==> src/common/exePkg.sv <==
package exePkg;

    ////////////////////////////////////////////////////////////
    // Widths
    ////////////////////////////////////////////////////////////
    localparam int DataWidth    = 32;
    localparam int RegAddrWidth = 5;

    // ALU select codes
    localparam logic [3:0] AluAdd = 4'd0;
    localparam logic [3:0] AluSub = 4'd1;
    localparam logic [3:0] AluAnd = 4'd2;
    localparam logic [3:0] AluOr  = 4'd3;
    localparam logic [3:0] AluXor = 4'd4;
    localparam logic [3:0] AluNor = 4'd5;
    localparam logic [3:0] AluSlt = 4'd6;
    localparam logic [3:0] AluSll = 4'd7;
    localparam logic [3:0] AluSrl = 4'd8;
    localparam logic [3:0] AluSra = 4'd9;
    localparam logic [3:0] AluLui = 4'd10;

    // ALU op from the main decoder
    localparam logic [1:0] AluOpAdd   = 2'b00;   // loads and stores
    localparam logic [1:0] AluOpSub   = 2'b01;   // branches
    localparam logic [1:0] AluOpFunct = 2'b10;
    localparam logic [1:0] AluOpImm   = 2'b11;

    // R-type funct field
    localparam logic [5:0] FunctAdd = 6'h20;
    localparam logic [5:0] FunctSub = 6'h22;
    localparam logic [5:0] FunctAnd = 6'h24;
    localparam logic [5:0] FunctOr  = 6'h25;
    localparam logic [5:0] FunctXor = 6'h26;
    localparam logic [5:0] FunctNor = 6'h27;
    localparam logic [5:0] FunctSlt = 6'h2a;
    localparam logic [5:0] FunctSll = 6'h00;
    localparam logic [5:0] FunctSrl = 6'h02;
    localparam logic [5:0] FunctSra = 6'h03;

    // I-type opcodes
    localparam logic [5:0] OpAddi = 6'h08;
    localparam logic [5:0] OpSlti = 6'h0a;
    localparam logic [5:0] OpAndi = 6'h0c;
    localparam logic [5:0] OpOri  = 6'h0d;
    localparam logic [5:0] OpXori = 6'h0e;
    localparam logic [5:0] OpLui  = 6'h0f;

    // Operand source select from the forwarding unit
    localparam logic [1:0] FwdReg = 2'b00;
    localparam logic [1:0] FwdWb  = 2'b01;
    localparam logic [1:0] FwdMem = 2'b10;

    ////////////////////////////////////////////////////////////
    // Control and pipeline bundles
    ////////////////////////////////////////////////////////////
    typedef struct packed {
        logic regWrite;
        logic memToReg;
    } wbCtrl_t;

    typedef struct packed {
        logic branch;
        logic memRead;
        logic memWrite;
    } memCtrl_t;

    typedef struct packed {
        logic       regDst;
        logic [1:0] aluOp;
        logic       aluSrc;
    } exeCtrl_t;

    typedef struct packed {
        wbCtrl_t  wb;
        memCtrl_t mem;
        exeCtrl_t exe;
    } idExCtrl_t;

    typedef struct packed {
        logic [RegAddrWidth-1:0] rd;
        logic                    regWrite;
        logic [DataWidth-1:0]    data;
    } fwdSrc_t;

    typedef struct packed {
        wbCtrl_t                 wb;
        memCtrl_t                mem;
        logic [DataWidth-1:0]    aluResult;
        logic                    zero;
        logic [DataWidth-1:0]    storeData;
        logic [RegAddrWidth-1:0] writeReg;
    } exMem_t;

    // Low half of the instruction, sign extended, seen as R-type fields
    typedef struct packed {
        logic [15:0]             upper;
        logic [RegAddrWidth-1:0] rd;
        logic [4:0]              shamt;
        logic [5:0]              funct;
    } rFields_t;

    typedef union packed {
        logic signed [DataWidth-1:0] imm;
        rFields_t                    r;
    } instrWord_t;

endpackage

==> src/rtl/alu.sv <==
`timescale 1ns/10ps

module alu
    import exePkg::*;
(
    input  logic [DataWidth-1:0] a,
    input  logic [DataWidth-1:0] b,
    input  logic [3:0]           aluSel,
    output logic [DataWidth-1:0] result,
    output logic                 zero
);

    logic [4:0] shamt;

    // Shift distance comes from the low bits only
    assign shamt = b[4:0];

    always_comb
    begin
        case (aluSel)
            AluAdd:
                result = a + b;
            AluSub:
                result = a - b;
            AluAnd:
                result = a & b;
            AluOr:
                result = a | b;
            AluXor:
                result = a ^ b;
            AluNor:
                result = ~(a | b);
            AluSlt:
                // Signed compare
                result = {{(DataWidth-1){1'b0}}, ($signed(a) < $signed(b))};
            AluSll:
                result = a << shamt;
            AluSrl:
                result = a >> shamt;
            AluSra:
                result = $signed(a) >>> shamt;
            AluLui:
                result = {b[15:0], 16'b0};
            default:
                result = a + b;
        endcase
    end

    assign zero = (result == '0);

endmodule

==> src/rtl/aluControl.sv <==
`timescale 1ns/10ps

module aluControl
    import exePkg::*;
(
    input  logic [1:0] aluOp,
    input  logic [5:0] funct,
    input  logic [5:0] immOpcode,
    output logic [3:0] aluSel,
    output logic       shiftOp
);

    logic [3:0] functSel;
    logic [3:0] immSel;

    // R-type decode
    always_comb
    begin
        case (funct)
            FunctAdd: functSel = AluAdd;
            FunctSub: functSel = AluSub;
            FunctAnd: functSel = AluAnd;
            FunctOr:  functSel = AluOr;
            FunctXor: functSel = AluXor;
            FunctNor: functSel = AluNor;
            FunctSlt: functSel = AluSlt;
            FunctSll: functSel = AluSll;
            FunctSrl: functSel = AluSrl;
            FunctSra: functSel = AluSra;
            default:  functSel = AluAdd;
        endcase
    end

    // I-type arithmetic decode
    always_comb
    begin
        case (immOpcode)
            OpAddi:  immSel = AluAdd;
            OpSlti:  immSel = AluSlt;
            OpAndi:  immSel = AluAnd;
            OpOri:   immSel = AluOr;
            OpXori:  immSel = AluXor;
            OpLui:   immSel = AluLui;
            default: immSel = AluAdd;
        endcase
    end

    always_comb
    begin
        case (aluOp)
            AluOpAdd:   aluSel = AluAdd;
            AluOpSub:   aluSel = AluSub;
            AluOpFunct: aluSel = functSel;
            AluOpImm:   aluSel = immSel;
            default:    aluSel = AluAdd;
        endcase
    end

    // Shift by shamt takes rt as the shifted value
    assign shiftOp = (aluOp == AluOpFunct)
                  && (funct == FunctSll || funct == FunctSrl || funct == FunctSra);

endmodule

==> src/rtl/forwardingUnit.sv <==
`timescale 1ns/10ps

module forwardingUnit
    import exePkg::*;
(
    input  logic [RegAddrWidth-1:0] rs,
    input  logic [RegAddrWidth-1:0] rt,
    input  fwdSrc_t                 memFwd,
    input  fwdSrc_t                 wbFwd,
    output logic [1:0]              fwdA,
    output logic [1:0]              fwdB
);

    // True when a later stage writes the given source register
    function automatic logic hits(input fwdSrc_t src, input logic [RegAddrWidth-1:0] srcReg);
        return src.regWrite && (src.rd != '0) && (src.rd == srcReg);
    endfunction

    // MEM holds the newer value, so it is checked first
    function automatic logic [1:0] pick(input logic [RegAddrWidth-1:0] srcReg,
                                        input fwdSrc_t memSrc,
                                        input fwdSrc_t wbSrc);
        logic [1:0] sel;
        if (hits(memSrc, srcReg))
        begin
            sel = FwdMem;
        end
        else if (hits(wbSrc, srcReg))
        begin
            sel = FwdWb;
        end
        else
        begin
            sel = FwdReg;
        end
        return sel;
    endfunction

    assign fwdA = pick(rs, memFwd, wbFwd);
    assign fwdB = pick(rt, memFwd, wbFwd);

endmodule

==> src/execute/execute.sv <==
`timescale 1ns/10ps

module execute
    import exePkg::*;
(
    input  logic                    clk,
    input  logic                    rst,
    input  logic                    debugHold,
    input  idExCtrl_t               ctrl,
    input  logic [DataWidth-1:0]    pcPlus4,
    input  logic [DataWidth-1:0]    regA,
    input  logic [DataWidth-1:0]    regB,
    input  instrWord_t              immWord,
    input  logic [5:0]              immOpcode,
    input  logic [RegAddrWidth-1:0] rs,
    input  logic [RegAddrWidth-1:0] rt,
    input  logic [RegAddrWidth-1:0] rd,
    input  fwdSrc_t                 memFwd,
    input  fwdSrc_t                 wbFwd,
    output exMem_t                  exMem,
    output logic                    pcSel,
    output logic [DataWidth-1:0]    branchTarget
);

    logic [1:0]              fwdA;
    logic [1:0]              fwdB;
    logic [DataWidth-1:0]    rsVal;
    logic [DataWidth-1:0]    rtVal;
    logic [DataWidth-1:0]    shamtWord;
    logic [DataWidth-1:0]    opA;
    logic [DataWidth-1:0]    opB;
    logic [3:0]              aluSel;
    logic                    shiftOp;
    logic [DataWidth-1:0]    aluResult;
    logic                    aluZero;
    logic [RegAddrWidth-1:0] writeReg;
    exMem_t                  exMemNext;

    ////////////////////////////////////////////////////////////
    // Forwarding
    ////////////////////////////////////////////////////////////
    forwardingUnit fwdUnit (
        .rs     (rs),
        .rt     (rt),
        .memFwd (memFwd),
        .wbFwd  (wbFwd),
        .fwdA   (fwdA),
        .fwdB   (fwdB)
    );

    function automatic logic [DataWidth-1:0] fwdMux(input logic [1:0] sel,
                                                    input logic [DataWidth-1:0] regVal,
                                                    input logic [DataWidth-1:0] memVal,
                                                    input logic [DataWidth-1:0] wbVal);
        logic [DataWidth-1:0] val;
        case (sel)
            FwdMem:  val = memVal;
            FwdWb:   val = wbVal;
            default: val = regVal;
        endcase
        return val;
    endfunction

    assign rsVal = fwdMux(fwdA, regA, memFwd.data, wbFwd.data);
    assign rtVal = fwdMux(fwdB, regB, memFwd.data, wbFwd.data);

    ////////////////////////////////////////////////////////////
    // ALU and its operands
    ////////////////////////////////////////////////////////////
    aluControl aluCtl (
        .aluOp     (ctrl.exe.aluOp),
        .funct     (immWord.r.funct),
        .immOpcode (immOpcode),
        .aluSel    (aluSel),
        .shiftOp   (shiftOp)
    );

    assign shamtWord = {{(DataWidth-5){1'b0}}, immWord.r.shamt};

    // Shifts move rt to port A and put shamt on port B
    assign opA = shiftOp ? rtVal : rsVal;

    always_comb
    begin
        if (ctrl.exe.aluSrc)
        begin
            opB = immWord.imm;
        end
        else if (shiftOp)
        begin
            opB = shamtWord;
        end
        else
        begin
            opB = rtVal;
        end
    end

    alu aluCore (
        .a      (opA),
        .b      (opB),
        .aluSel (aluSel),
        .result (aluResult),
        .zero   (aluZero)
    );

    assign writeReg = ctrl.exe.regDst ? rd : rt;

    // Branch compare uses the forwarded operands
    assign pcSel        = ctrl.mem.branch && (rsVal == rtVal);
    assign branchTarget = pcPlus4 + {immWord.imm[DataWidth-3:0], 2'b00};

    ////////////////////////////////////////////////////////////
    // EX/MEM register
    ////////////////////////////////////////////////////////////
    always_comb
    begin
        exMemNext.wb        = ctrl.wb;
        exMemNext.mem       = ctrl.mem;
        exMemNext.aluResult = aluResult;
        exMemNext.zero      = aluZero;
        exMemNext.storeData = rtVal;
        exMemNext.writeReg  = writeReg;
    end

    always_ff @(posedge clk)
    begin
        if (rst)
        begin
            exMem <= '0;
        end
        else if (!debugHold)
        begin
            exMem <= exMemNext;
        end
    end

endmodule

==> config.mk <==
export PLATFORM = sky130hd
export DESIGN_NAME = execute
export DESIGN_NICKNAME = d
export VERILOG_FILES = /design/src/common/exePkg.sv /design/src/rtl/alu.sv /design/src/rtl/aluControl.sv /design/src/rtl/forwardingUnit.sv /design/src/execute/execute.sv
export SDC_FILE = /design/constraint.sdc
export NUM_CORES = 1
export LEC_CHECK = 0
export BUFFER_PORTS_ARGS = -buffer_cell sky130_fd_sc_hd__buf_2
export CORE_AREA = 2 2 237 239
export CTS_CLUSTER_DIAMETER = 30
export DETAILED_ROUTE_END_ITERATION = 8
export DIE_AREA = 0 0 239 241
export PLACE_DENSITY = 0.49
export SLEW_MARGIN = 20
export SYNTH_ARGS = -nofsm -noshare
export SYNTH_HDL_FRONTEND = slang
export SYNTH_HIERARCHICAL = 1
export SYNTH_SLANG_ARGS = --single-unit
==> constraint.sdc <==
create_clock -name clk -period 10.7 [get_ports clk]
set_clock_uncertainty 0.05 [all_clocks]
set_input_delay 0.535 -clock clk [delete_from_list [all_inputs] [get_ports clk]]
set_output_delay 0.535 -clock clk [all_outputs]
set_load 0.02 [all_outputs]
Word level (Yosys, flattened, before mapping)
Cells that the tools add are included. W data, S select, Z words.

Mux-type cells: 14. $lt $le $gt $ge: 1. Reduce and logical (&&, ||, !) cells: 15. Add/subtract/negate cells: 3. Shifts and indexed selects: 3. Equality and inequality tests: 35. Bitwise gates (word level): 4.

Operator list (number): $pmux W32 S10 (1); $pmux W32 S2 (2); $mux W32 (3); $add A32 B32 Y32 (2); $eq A6 B6 Y1 const B (6); $pmux W4 S9 (1); $and A32 B32 Y32 (1); $eq A32 B32 Y1 (1); $logic_not A32 Y1 (1); $lt A32 B32 Y1 (1); $not A32 Y32 (1); $or A32 B32 Y32 (1); $shl A32 B5 Y32 (1); $shr A32 B5 Y32 (1); $sshr A32 B5 Y32 (1); $sub A32 B32 Y32 (1); $xor A32 B32 Y32 (1); $eq A6 B4 Y1 const B (5); $eq A5 B5 Y1 (4); $pmux W4 S5 (1); $eq A4 B3 Y1 const B (4); $pmux W4 S4 (1); $eq A4 B4 Y1 const B (3); $eq A6 B2 Y1 const B (2); 12 further kinds (29).

Word-level logic and storage cells: 84. Bits in registers: 75. Output and inout bits: 108. Input bits: 237.

Logic depth before layout (Yosys ltp)
Gate-level depths: netlist of run 1.

Word-level depth: 13. Depth in mapped cells: 33. Depth with buffers taken out: 28.

Hierarchy
Netlist of run 1, hierarchy kept.

By module, submodules not included: alu (seq. area each 0.0 um^2, area each 9892.0 um^2, times used 1, cells each 1433); execute (seq. area each 1501.4 um^2, area each 6487.5 um^2, times used 1, cells each 909); forwardingUnit (seq. area each 0.0 um^2, area each 257.7 um^2, times used 1, cells each 34); aluControl (seq. area each 0.0 um^2, area each 217.7 um^2, times used 1, cells each 31).

Worst setup path before layout of run 1
Ideal clock, no wire load.

Path type: input port to flip-flop. Start point: input memFwd[34] (netlist bit). End point: register exMem[37] (netlist bit). Data arrival time: 7.211 ns. Path slack: 3.374 ns. Path buffers: 7. Required time: 10.585 ns. Setup time: 0.065 ns. Stages: 32. Cell sequence: or4_1 > o21ai_2 > nor4_1 > nor4_1 > inv_1 > ha_1 > buf_2 > buf_1 > a21oi_1 > nor2_1 > a21oi_1 > o21ai_0 > clkbuf_1 > clkinv_1 > clkbuf_1 > clkbuf_1 > buf_1 > ha_1 > buf_2 > nor2b_1 > o311ai_1 > a2111oi_4 > o2111ai_2 > a31o_4 > a221o_1 > a221o_1 > nor4_1 > and4b_1 > nand4_1 > nor2_1 > mux2i_1 > nor2_1.

Elaborated cells between the ends (all ways): 29. Classes of those cells: add/sub: 2; order compare: 1; eq/ne: 6; shift: 3; mux: 8; bitwise: 4; reduce/logical: 5.

RTL lines: from (decl) (line execute.sv:18) `input fwdSrc_t memFwd,`; $reduce_bool A5 Y1 (line forwardingUnit.sv:16) `return src.regWrite && (src.rd != '0) && (src.rd == srcReg);`; $logic_and A1 B1 Y1 (line forwardingUnit.sv:16); $logic_and A1 B1 Y1 * (line forwardingUnit.sv:16); $mux W2 * (line forwardingUnit.sv:24) `if (hits(memSrc, srcReg))`; via fwdB[1] (line execute.sv:26) `logic [1:0] fwdB;`; $eq A2 B1 Y1 / $eq A2 B2 Y1 (equally long branches) (line execute.sv:56) `case (sel)`; $pmux W32 S2 * (line execute.sv:56); $mux W32 * (line execute.sv:89) `else if (shiftOp)`; $mux W32 * (line execute.sv:85) `if (ctrl.exe.aluSrc)`; via opB[2] (line execute.sv:31) `logic [DataWidth-1:0] opB;`; $add A32 B32 Y32, or another cell as far along (line alu.sv:22, alu.sv:45); $pmux W32 S10 * (line alu.sv:20) `case (aluSel)`; via aluResult[22] (line execute.sv:34) `logic [DataWidth-1:0] aluResult;`; $logic_not A32 Y1 * (line alu.sv:49) `assign zero = (result == '0);`; via aluZero (line execute.sv:35) `logic aluZero;`; to (signal assigned) (line execute.sv:134) `exMem <= exMemNext;`; to (decl) (line execute.sv:20) `output exMem_t exMem,`.

Mark *: on every way through the listed nets, which the timed path passes. The rest lies on a longest branch. A chain may end at the register's enable or synchronous reset.

Final worst setup path of run 1
Ends and elaborated chain as after synthesis.

==> metrics.yaml, run 1 <==
fin_cells: 3361
status: "finished clean"
cts_max_level: 3
io_buffer_count: 340
insertion_delay_ns: 0.36
start_util_pct: 30.7
nNetsFinal: 3008
clk_path_buf_depth: 2
first_pass_iters: 8
cp_num_buf_inv: 3
power_leakage_nw: 8.14
die_w_um: 239
cts_tree: "built"
tightest_slew_ns: 1.12
maxCapViolCount: 0
via_count: 21038
cp-start-kind: "input pin"
max_freq_mhz: 124
dpl.hpwl_um: 79300
grt_usage_pct: 33.6
core-area_mm2: 0.0549
grt_pass1_wl_um: 142000
hold_viol_final: 0
finalCritPeriodShare_pct: 75.3
cts_hold_buf: 0
top_regs: "exMem x75"
relSlewSlack_pct: 24.7
ios: 345
wl_per_cell_um: 29.7
cts.sinks: 75
layout_commonest_cell: "buf_2"
grt_pass1_vias: 20382
cp_data_required_time_ns: 10.94
critPathMaxStageDelay_ns: 0.83
min_period_ns: 8.06
grt-ovfl-total: 0
num_rows: 86
drive_gt1_share_pct: 21.2
async_flop_share_pct: 0
grt_start_max_net_pins: 76
cts_buffers: 9
dieArea_mm2: 0.0576
grt_setup_unrepaired: "no"
largest_reg_flops: 75
ys_seq_area_share_pct: 8.91
syn2layout_area_growth_pct: 16.8
top_register: "exMem"
mostFrequentLayoutCells: "buf_2, nor2_1, a21oi_1, nand2_1, ha_1"
end_kind: "register"
synth_ff_type: "dfxtp_1"
synth.avg_cell_area_um2: 7.00
cts.clk_slew.worst_paths_ns: 0.06
vdd_drop_max_mv: 0.0843
tns_ns: 0
cpMaxStageDelayCell: "ha_2"
netlist_area_mm2: 0.0169
vias_per_cell: 6.26
antenna_found_initial: 23
place.gp.congestion: 1.02
ant_nets: 0
min_path_type: "in2reg"
ctsResizeCount: 0
fill_cells: 5950
ys_ff_latch: 75
synth_fp_nets: 2777
synth_cell_type_count: 103
synth_edf_count: 0
critPathArrivalTime_ns: 8.30
critPathKind: "in2reg"
post-route-drc-count: 0
totalWireLength_um: 99800
critPathMaxFanout: 52
placed_cells: 3331
setup_viol: 0
power_density_mw_per_mm2: 99.5
first_iter_violations: 2169
post_cts_buffers: 0
die_h_um: 241
power_mw: 1.96
slew_viol_final: 0
clockRootBuffer: "clkbuf_16"
ys_warn_count: 6
crit_family: "compound AO/OA/AOI/OAI gates"
netlist_instances: 2407
[routing by layer]
| layer | vias up | wire length (µm) | global-route usage, % |
|---|---|---|---|
| met4 | 18 | 5410 | 16.6 |
| met2 | 1214 | 46100 | 55.3 |
| met3 | 228 | 8950 | 7.49 |
| met5 | - | 116 | 0 |
| li1 | 9424 | - | - |
| met1 | 10154 | 39200 | 41.3 |
[stage by stage]
step	hold slack, ns	instance area (µm²)	setup WS (ns)	utilization (%)
5_1_grt	0.377	19700	2.21	35.8
3_5_place_dp	0.427	19300	2.45	35.2
3_3_place_gp	0.416	19300	2.31	35.2
4_1_cts	0.338	19600	2.82	35.8
6_report	0.356	19700	2.64	35.9
2_1_floorplan	0.540	16900	3.37	-
[synthesized netlist by cell type, types with 52 or more instances]
library cell,n,share of area (%)
mux4_2,52,6.9
a21oi_1,262,7.8
nand2_1,207,4.6
nor2_1,320,7.1
clkbuf_1,129,2.9
nor3_1,54,1.6
inv_1,119,2.7
ha_1,130,9.7
dfxtp_1,75,8.9
o21ai_0,123,3.7
mux2i_1,112,6.7
a22oi_1,80,3.6
[power breakdown]
group	total, mW	switching (mW)	leakage, nW	internal, mW
clock network	0.320	0.133	0.145	0.187
registers	0.320	0.0138	0.619	0.306
logic	1.32	0.863	7.37	0.456
[logic make-up after synthesis]
kind of cell    share of synthesized area (%)
flops                                    8.91
fa+ha+maj                                10.0
mux                                      15.1
compound gates                           32.3
buf+inv                                  7.68
xor+xnor                                 4.78
simple gates                             21.2
[worst register-to-register path: cells and delay by family (launching register included)]
kind	cells	cell delay [ns]
and+or+nand+nor	1	0.05
DFF	1	0.34
AOI/OAI and AO/OA	1	0.15
[final cells by class]
| cell class | count | area, µm² | area share (%) |
|---|---|---|---|
| diodes | 14 | 35.0 | 0.178 |
| clock buffers | 10 | 239 | 1.21 |
| clock inverters | 6 | 63.8 | 0.324 |
| inverters | 122 | 458 | 2.33 |
| multi-input cells | 2016 | 14200 | 72.3 |
| flip-flops and latches | 75 | 1500 | 7.63 |
| well taps | 704 | 881 | 4.47 |
| repair buffers | 414 | 2270 | 11.5 |
[worst paths after layout]
path,from,endpoint,cells after the start,slack (ns)
worst max-delay path,memFwd[34],exMem[37],27,2.64
worst min-delay path,ctrl[5],exMem[71],3,0.36
worst max register to register,exMem[27],exMem[27],2,9.97
worst min register to register,exMem[22],exMem[22],2,0.44
Note: power is estimated with default switching activity, not from simulation.
==> inputs of run 2 (changes only) <==
--- a/config.mk
+++ b/config.mk
@@ -5,12 +5,13 @@
 export SDC_FILE = /design/constraint.sdc
 export NUM_CORES = 1
 export LEC_CHECK = 0
+export ABC_AREA = 1
 export BUFFER_PORTS_ARGS = -buffer_cell sky130_fd_sc_hd__buf_2
-export CORE_AREA = 2 2 237 239
+export CORE_AREA = 2 2 248 250
 export CTS_CLUSTER_DIAMETER = 30
 export DETAILED_ROUTE_END_ITERATION = 8
-export DIE_AREA = 0 0 239 241
-export PLACE_DENSITY = 0.49
+export DIE_AREA = 0 0 250 252
+export PLACE_DENSITY = 0.5
 export SLEW_MARGIN = 20
 export SYNTH_ARGS = -nofsm -noshare
 export SYNTH_HDL_FRONTEND = slang
==> constraint.sdc (replaced) <==
create_clock -name clk -period 7.4 [get_ports clk]
set_clock_uncertainty 0.05 [all_clocks]
set_input_delay 0.37 -clock clk [delete_from_list [all_inputs] [get_ports clk]]
set_output_delay 0.37 -clock clk [all_outputs]
set_load 0.02 [all_outputs]
==> metrics.yaml, run 2 <==
first_pass_iters: 6  # was 8
ys_seq_area_share_pct: 8.08  # was 8.91%
cpMaxStageDelayCell: "o21ai_0"  # was ha_2
syn2layout_area_growth_pct: 14.7  # was 16.8%
tns_ns: 0  # unchanged
die_w_um: 250  # was 239 µm
largest_reg_flops: 75  # unchanged
critPathArrivalTime_ns: 6.23  # was 8.30 ns
fin_util_pct: 35.4  # was 35.9%
grt_setup_unrepaired: "no"  # unchanged
netlist_instances: 3638  # was 2407
clockRootBuffer: "clkbuf_16"  # unchanged
synth.most_common_cell: "nand2_1"  # was nor2_1
insertion_delay_ns: 0.39  # was 0.36 ns
ant_nets: 0  # unchanged
die_h_um: 252  # was 241 µm
post_cts_buffers: 0  # unchanged
slew_viol_final: 0  # unchanged
core-area_mm2: 0.0601  # was 0.0549 mm²
cts_max_level: 3  # unchanged
num_antenna_cells: 0  # was 14
power_density_mw_per_mm2: 149  # was 99.5 mW/mm²
antenna_found_initial: 6  # was 23
layout_commonest_cell: "nand2_1"  # was buf_2
ios: 345  # unchanged
min_period_ns: 5.96
setup_viol: 0  # unchanged
dpl.hpwl_um: 88900  # was 79300 µm
synth.avg_cell_area_um2: 5.11  # was 7.00 µm²
reg2reg_slack_ns: 6.10  # was 9.97 ns
synth_ff_type: "dfxtp_1"  # unchanged
dieArea_mm2: 0.0630  # was 0.0576 mm²
grt_pass1_wl_um: 153000  # was 142000 µm
io_buffer_count: 340  # unchanged
critPathMaxFanout: 35  # was 52
synth_edf_count: 0  # unchanged
place.gp.congestion: 1.08  # was 1.02
grt-ovfl-total: 0  # unchanged
cts_buffers: 9  # unchanged
synth_fp_nets: 4008  # was 2777
synth_commonest_cells: "nand2_1, nand3_1, inv_1"  # was nor2_1, a21oi_1, nand2_1
maxCapViolCount: 0  # unchanged
first_iter_violations: 2764  # was 2169
via_count: 25399  # was 21038
cpMostUsedCell: "nand2_1"
clk_path_buf_depth: 2  # unchanged
wl_per_cell_um: 22.6  # was 29.7 µm
cts_hold_buf: 0  # unchanged
ctsResizeCount: 0  # unchanged
critPathMaxStageDelay_ns: 0.76  # was 0.83 ns
power_leakage_nw: 11.5  # was 8.14 nW
cp_data_required_time_ns: 7.67  # was 10.94 ns
cts_tree: "built"  # unchanged
ys_warn_count: 6  # unchanged
finalCritPeriodShare_pct: 80.6
vias_per_cell: 5.41  # was 6.26
start_util_pct: 30.9  # was 30.7%
hold_viol_final: 0  # unchanged
synth_top_cell_by_area: "nand2_1"  # was ha_1
cp-start-kind: "input pin"  # unchanged
async_flop_share_pct: 0  # unchanged
top_register: "exMem"  # unchanged
max_freq_mhz: 168
synth_top_cell_area_share_pct: 25.6  # was 9.65%
mostFrequentLayoutCells: "nand2_1, nand3_1, inv_1, nor2_1, buf_2"  # was buf_2, nor2_1, a21oi_1, nand2_1, ha_1
synth_cell_type_count: 55  # was 103
totalWireLength_um: 106000  # was 99800 µm
grt_usage_pct: 32.6  # was 33.6%
cts.clk_slew.worst_paths_ns: 0.06  # about the same
relSlewSlack_pct: 24.1  # was 24.7%
synth_area_leaders: "nand2_1, nand3_1, ha_1"  # was ha_1, dfxtp_1, a21oi_1
end_kind: "register"  # unchanged
status: "finished clean"  # unchanged
vdd_drop_max_mv: 0.128  # was 0.0843 mV
grt_start_max_net_pins: 87  # was 76
critPathKind: "in2reg"  # unchanged
num_rows: 90  # was 86
nNetsFinal: 4274  # was 3008
tightest_slew_ns: 1.13  # was 1.12 ns
drive_gt1_share_pct: 14.0  # was 21.2%
netlist_area_mm2: 0.0186  # was 0.0169 mm²
grt_pass1_vias: 23543  # was 20382
cts.sinks: 75  # unchanged
post-route-drc-count: 0  # unchanged
min_path_type: "in2reg"  # unchanged
top_regs: "exMem x75"  # unchanged
ys_ff_latch: 75  # unchanged
==> run 2: changes by cell type after synthesis, sizes merged, moves of 31 or more <==
cell | previous run | this run
nor2 | 320 | 371
o21ai | 134 | 247
a21oi | 262 | 152
or2 | 8 | 41
xnor2 | 49 | 18
mux2i | 113 | 6
a22oi | 81 | 0
nand3 | 46 | 508
mux4 | 52 | 0
buf | 65 | 117
clkbuf | 129 | 42
nand2 | 207 | 1296
inv | 120 | 427
==> run 2: power breakdown <==
group / switching (mW) / internal (mW)
Sequential: 0.0208 / 0.442
Clock: 0.204 / 0.260
Combinational: 1.60 / 0.639
Total: 1.82 / 1.34
==> run 2: area by class of cell <==
cell class	instances	area [µm²]
clock buffers	11	233
clock inverters	5	53.8
fillers	7191	38800
inverters	431	1630
multi-input cells	2973	14700
flip-flops and latches	75	1500
well taps	782	978
repair buffers	414	2260
==> run 2: kinds of logic (layout without fill, tap and decap cells) <==
family / after synthesis / after routing / share of synthesized area (%)
XOR/XNOR: 40 / 40 / 1.89
adder cells (fa/ha/maj): 133 / 133 / 9.08
AO/OA/AOI/OAI: 472 / 472 / 13.7
flip-flops: 75 / 75 / 8.08
multiplexers: 11 / 11 / 0.626
AND/OR/NAND/NOR: 2317 / 2317 / 53.3
buffers and inverters: 590 / 861 / 13.3
==> run 2: worst max-delay path, delay by kind of cell <==
kind                       cells  cell delay (ns)
AOI/OAI and AO/OA              3             1.13
adders and majority gates      3             0.88
buffers and inverters          7             1.40
and+or+nand+nor               22             2.42
==> run 2: path summary, 6_finish.rpt <==
path / start / to / cells past startpoint
max: wbFwd[33] / exMem[37] / 35
min: ctrl[5] / exMem[71] / 3
max reg2reg: exMem[16] / exMem[16] / 2
min reg2reg: exMem[64] / exMem[64] / 2
==> run 2: metrics by stage <==
| step | setup WS, ns | hold WS, ns | instance area, µm² | power [mW] | std cells |
|---|---|---|---|---|---|
| 2_1_floorplan | 2.95 | 0.472 | 18600 | 1.83 | 3638 |
| 3_3_place_gp | 1.16 | 0.407 | 21000 | 2.65 | 4675 |
| 3_5_place_dp | 1.24 | 0.417 | 21000 | 2.64 | 4675 |
| 4_1_cts | 1.63 | 0.162 | 21300 | 3.11 | 4691 |
| 5_1_grt | 1.08 | 0.205 | 21300 | 3.36 | 4691 |
| 6_report | 1.44 | 0.172 | 21300 | 3.17 | 4691 |
==> run 2: per-layer routing <==
metal | wire, µm | vias to the layer above | share of wire [%] | GRT usage (%)
li1 | - | 12199 | - | -
met1 | 42300 | 11506 | 40 | 41.0
met2 | 46700 | 1449 | 44 | 52.1
met3 | 10600 | 235 | 10 | 6.86
met4 | 6520 | 10 | 6.1 | 17.8
met5 | 65 | - | 0.061 | 0
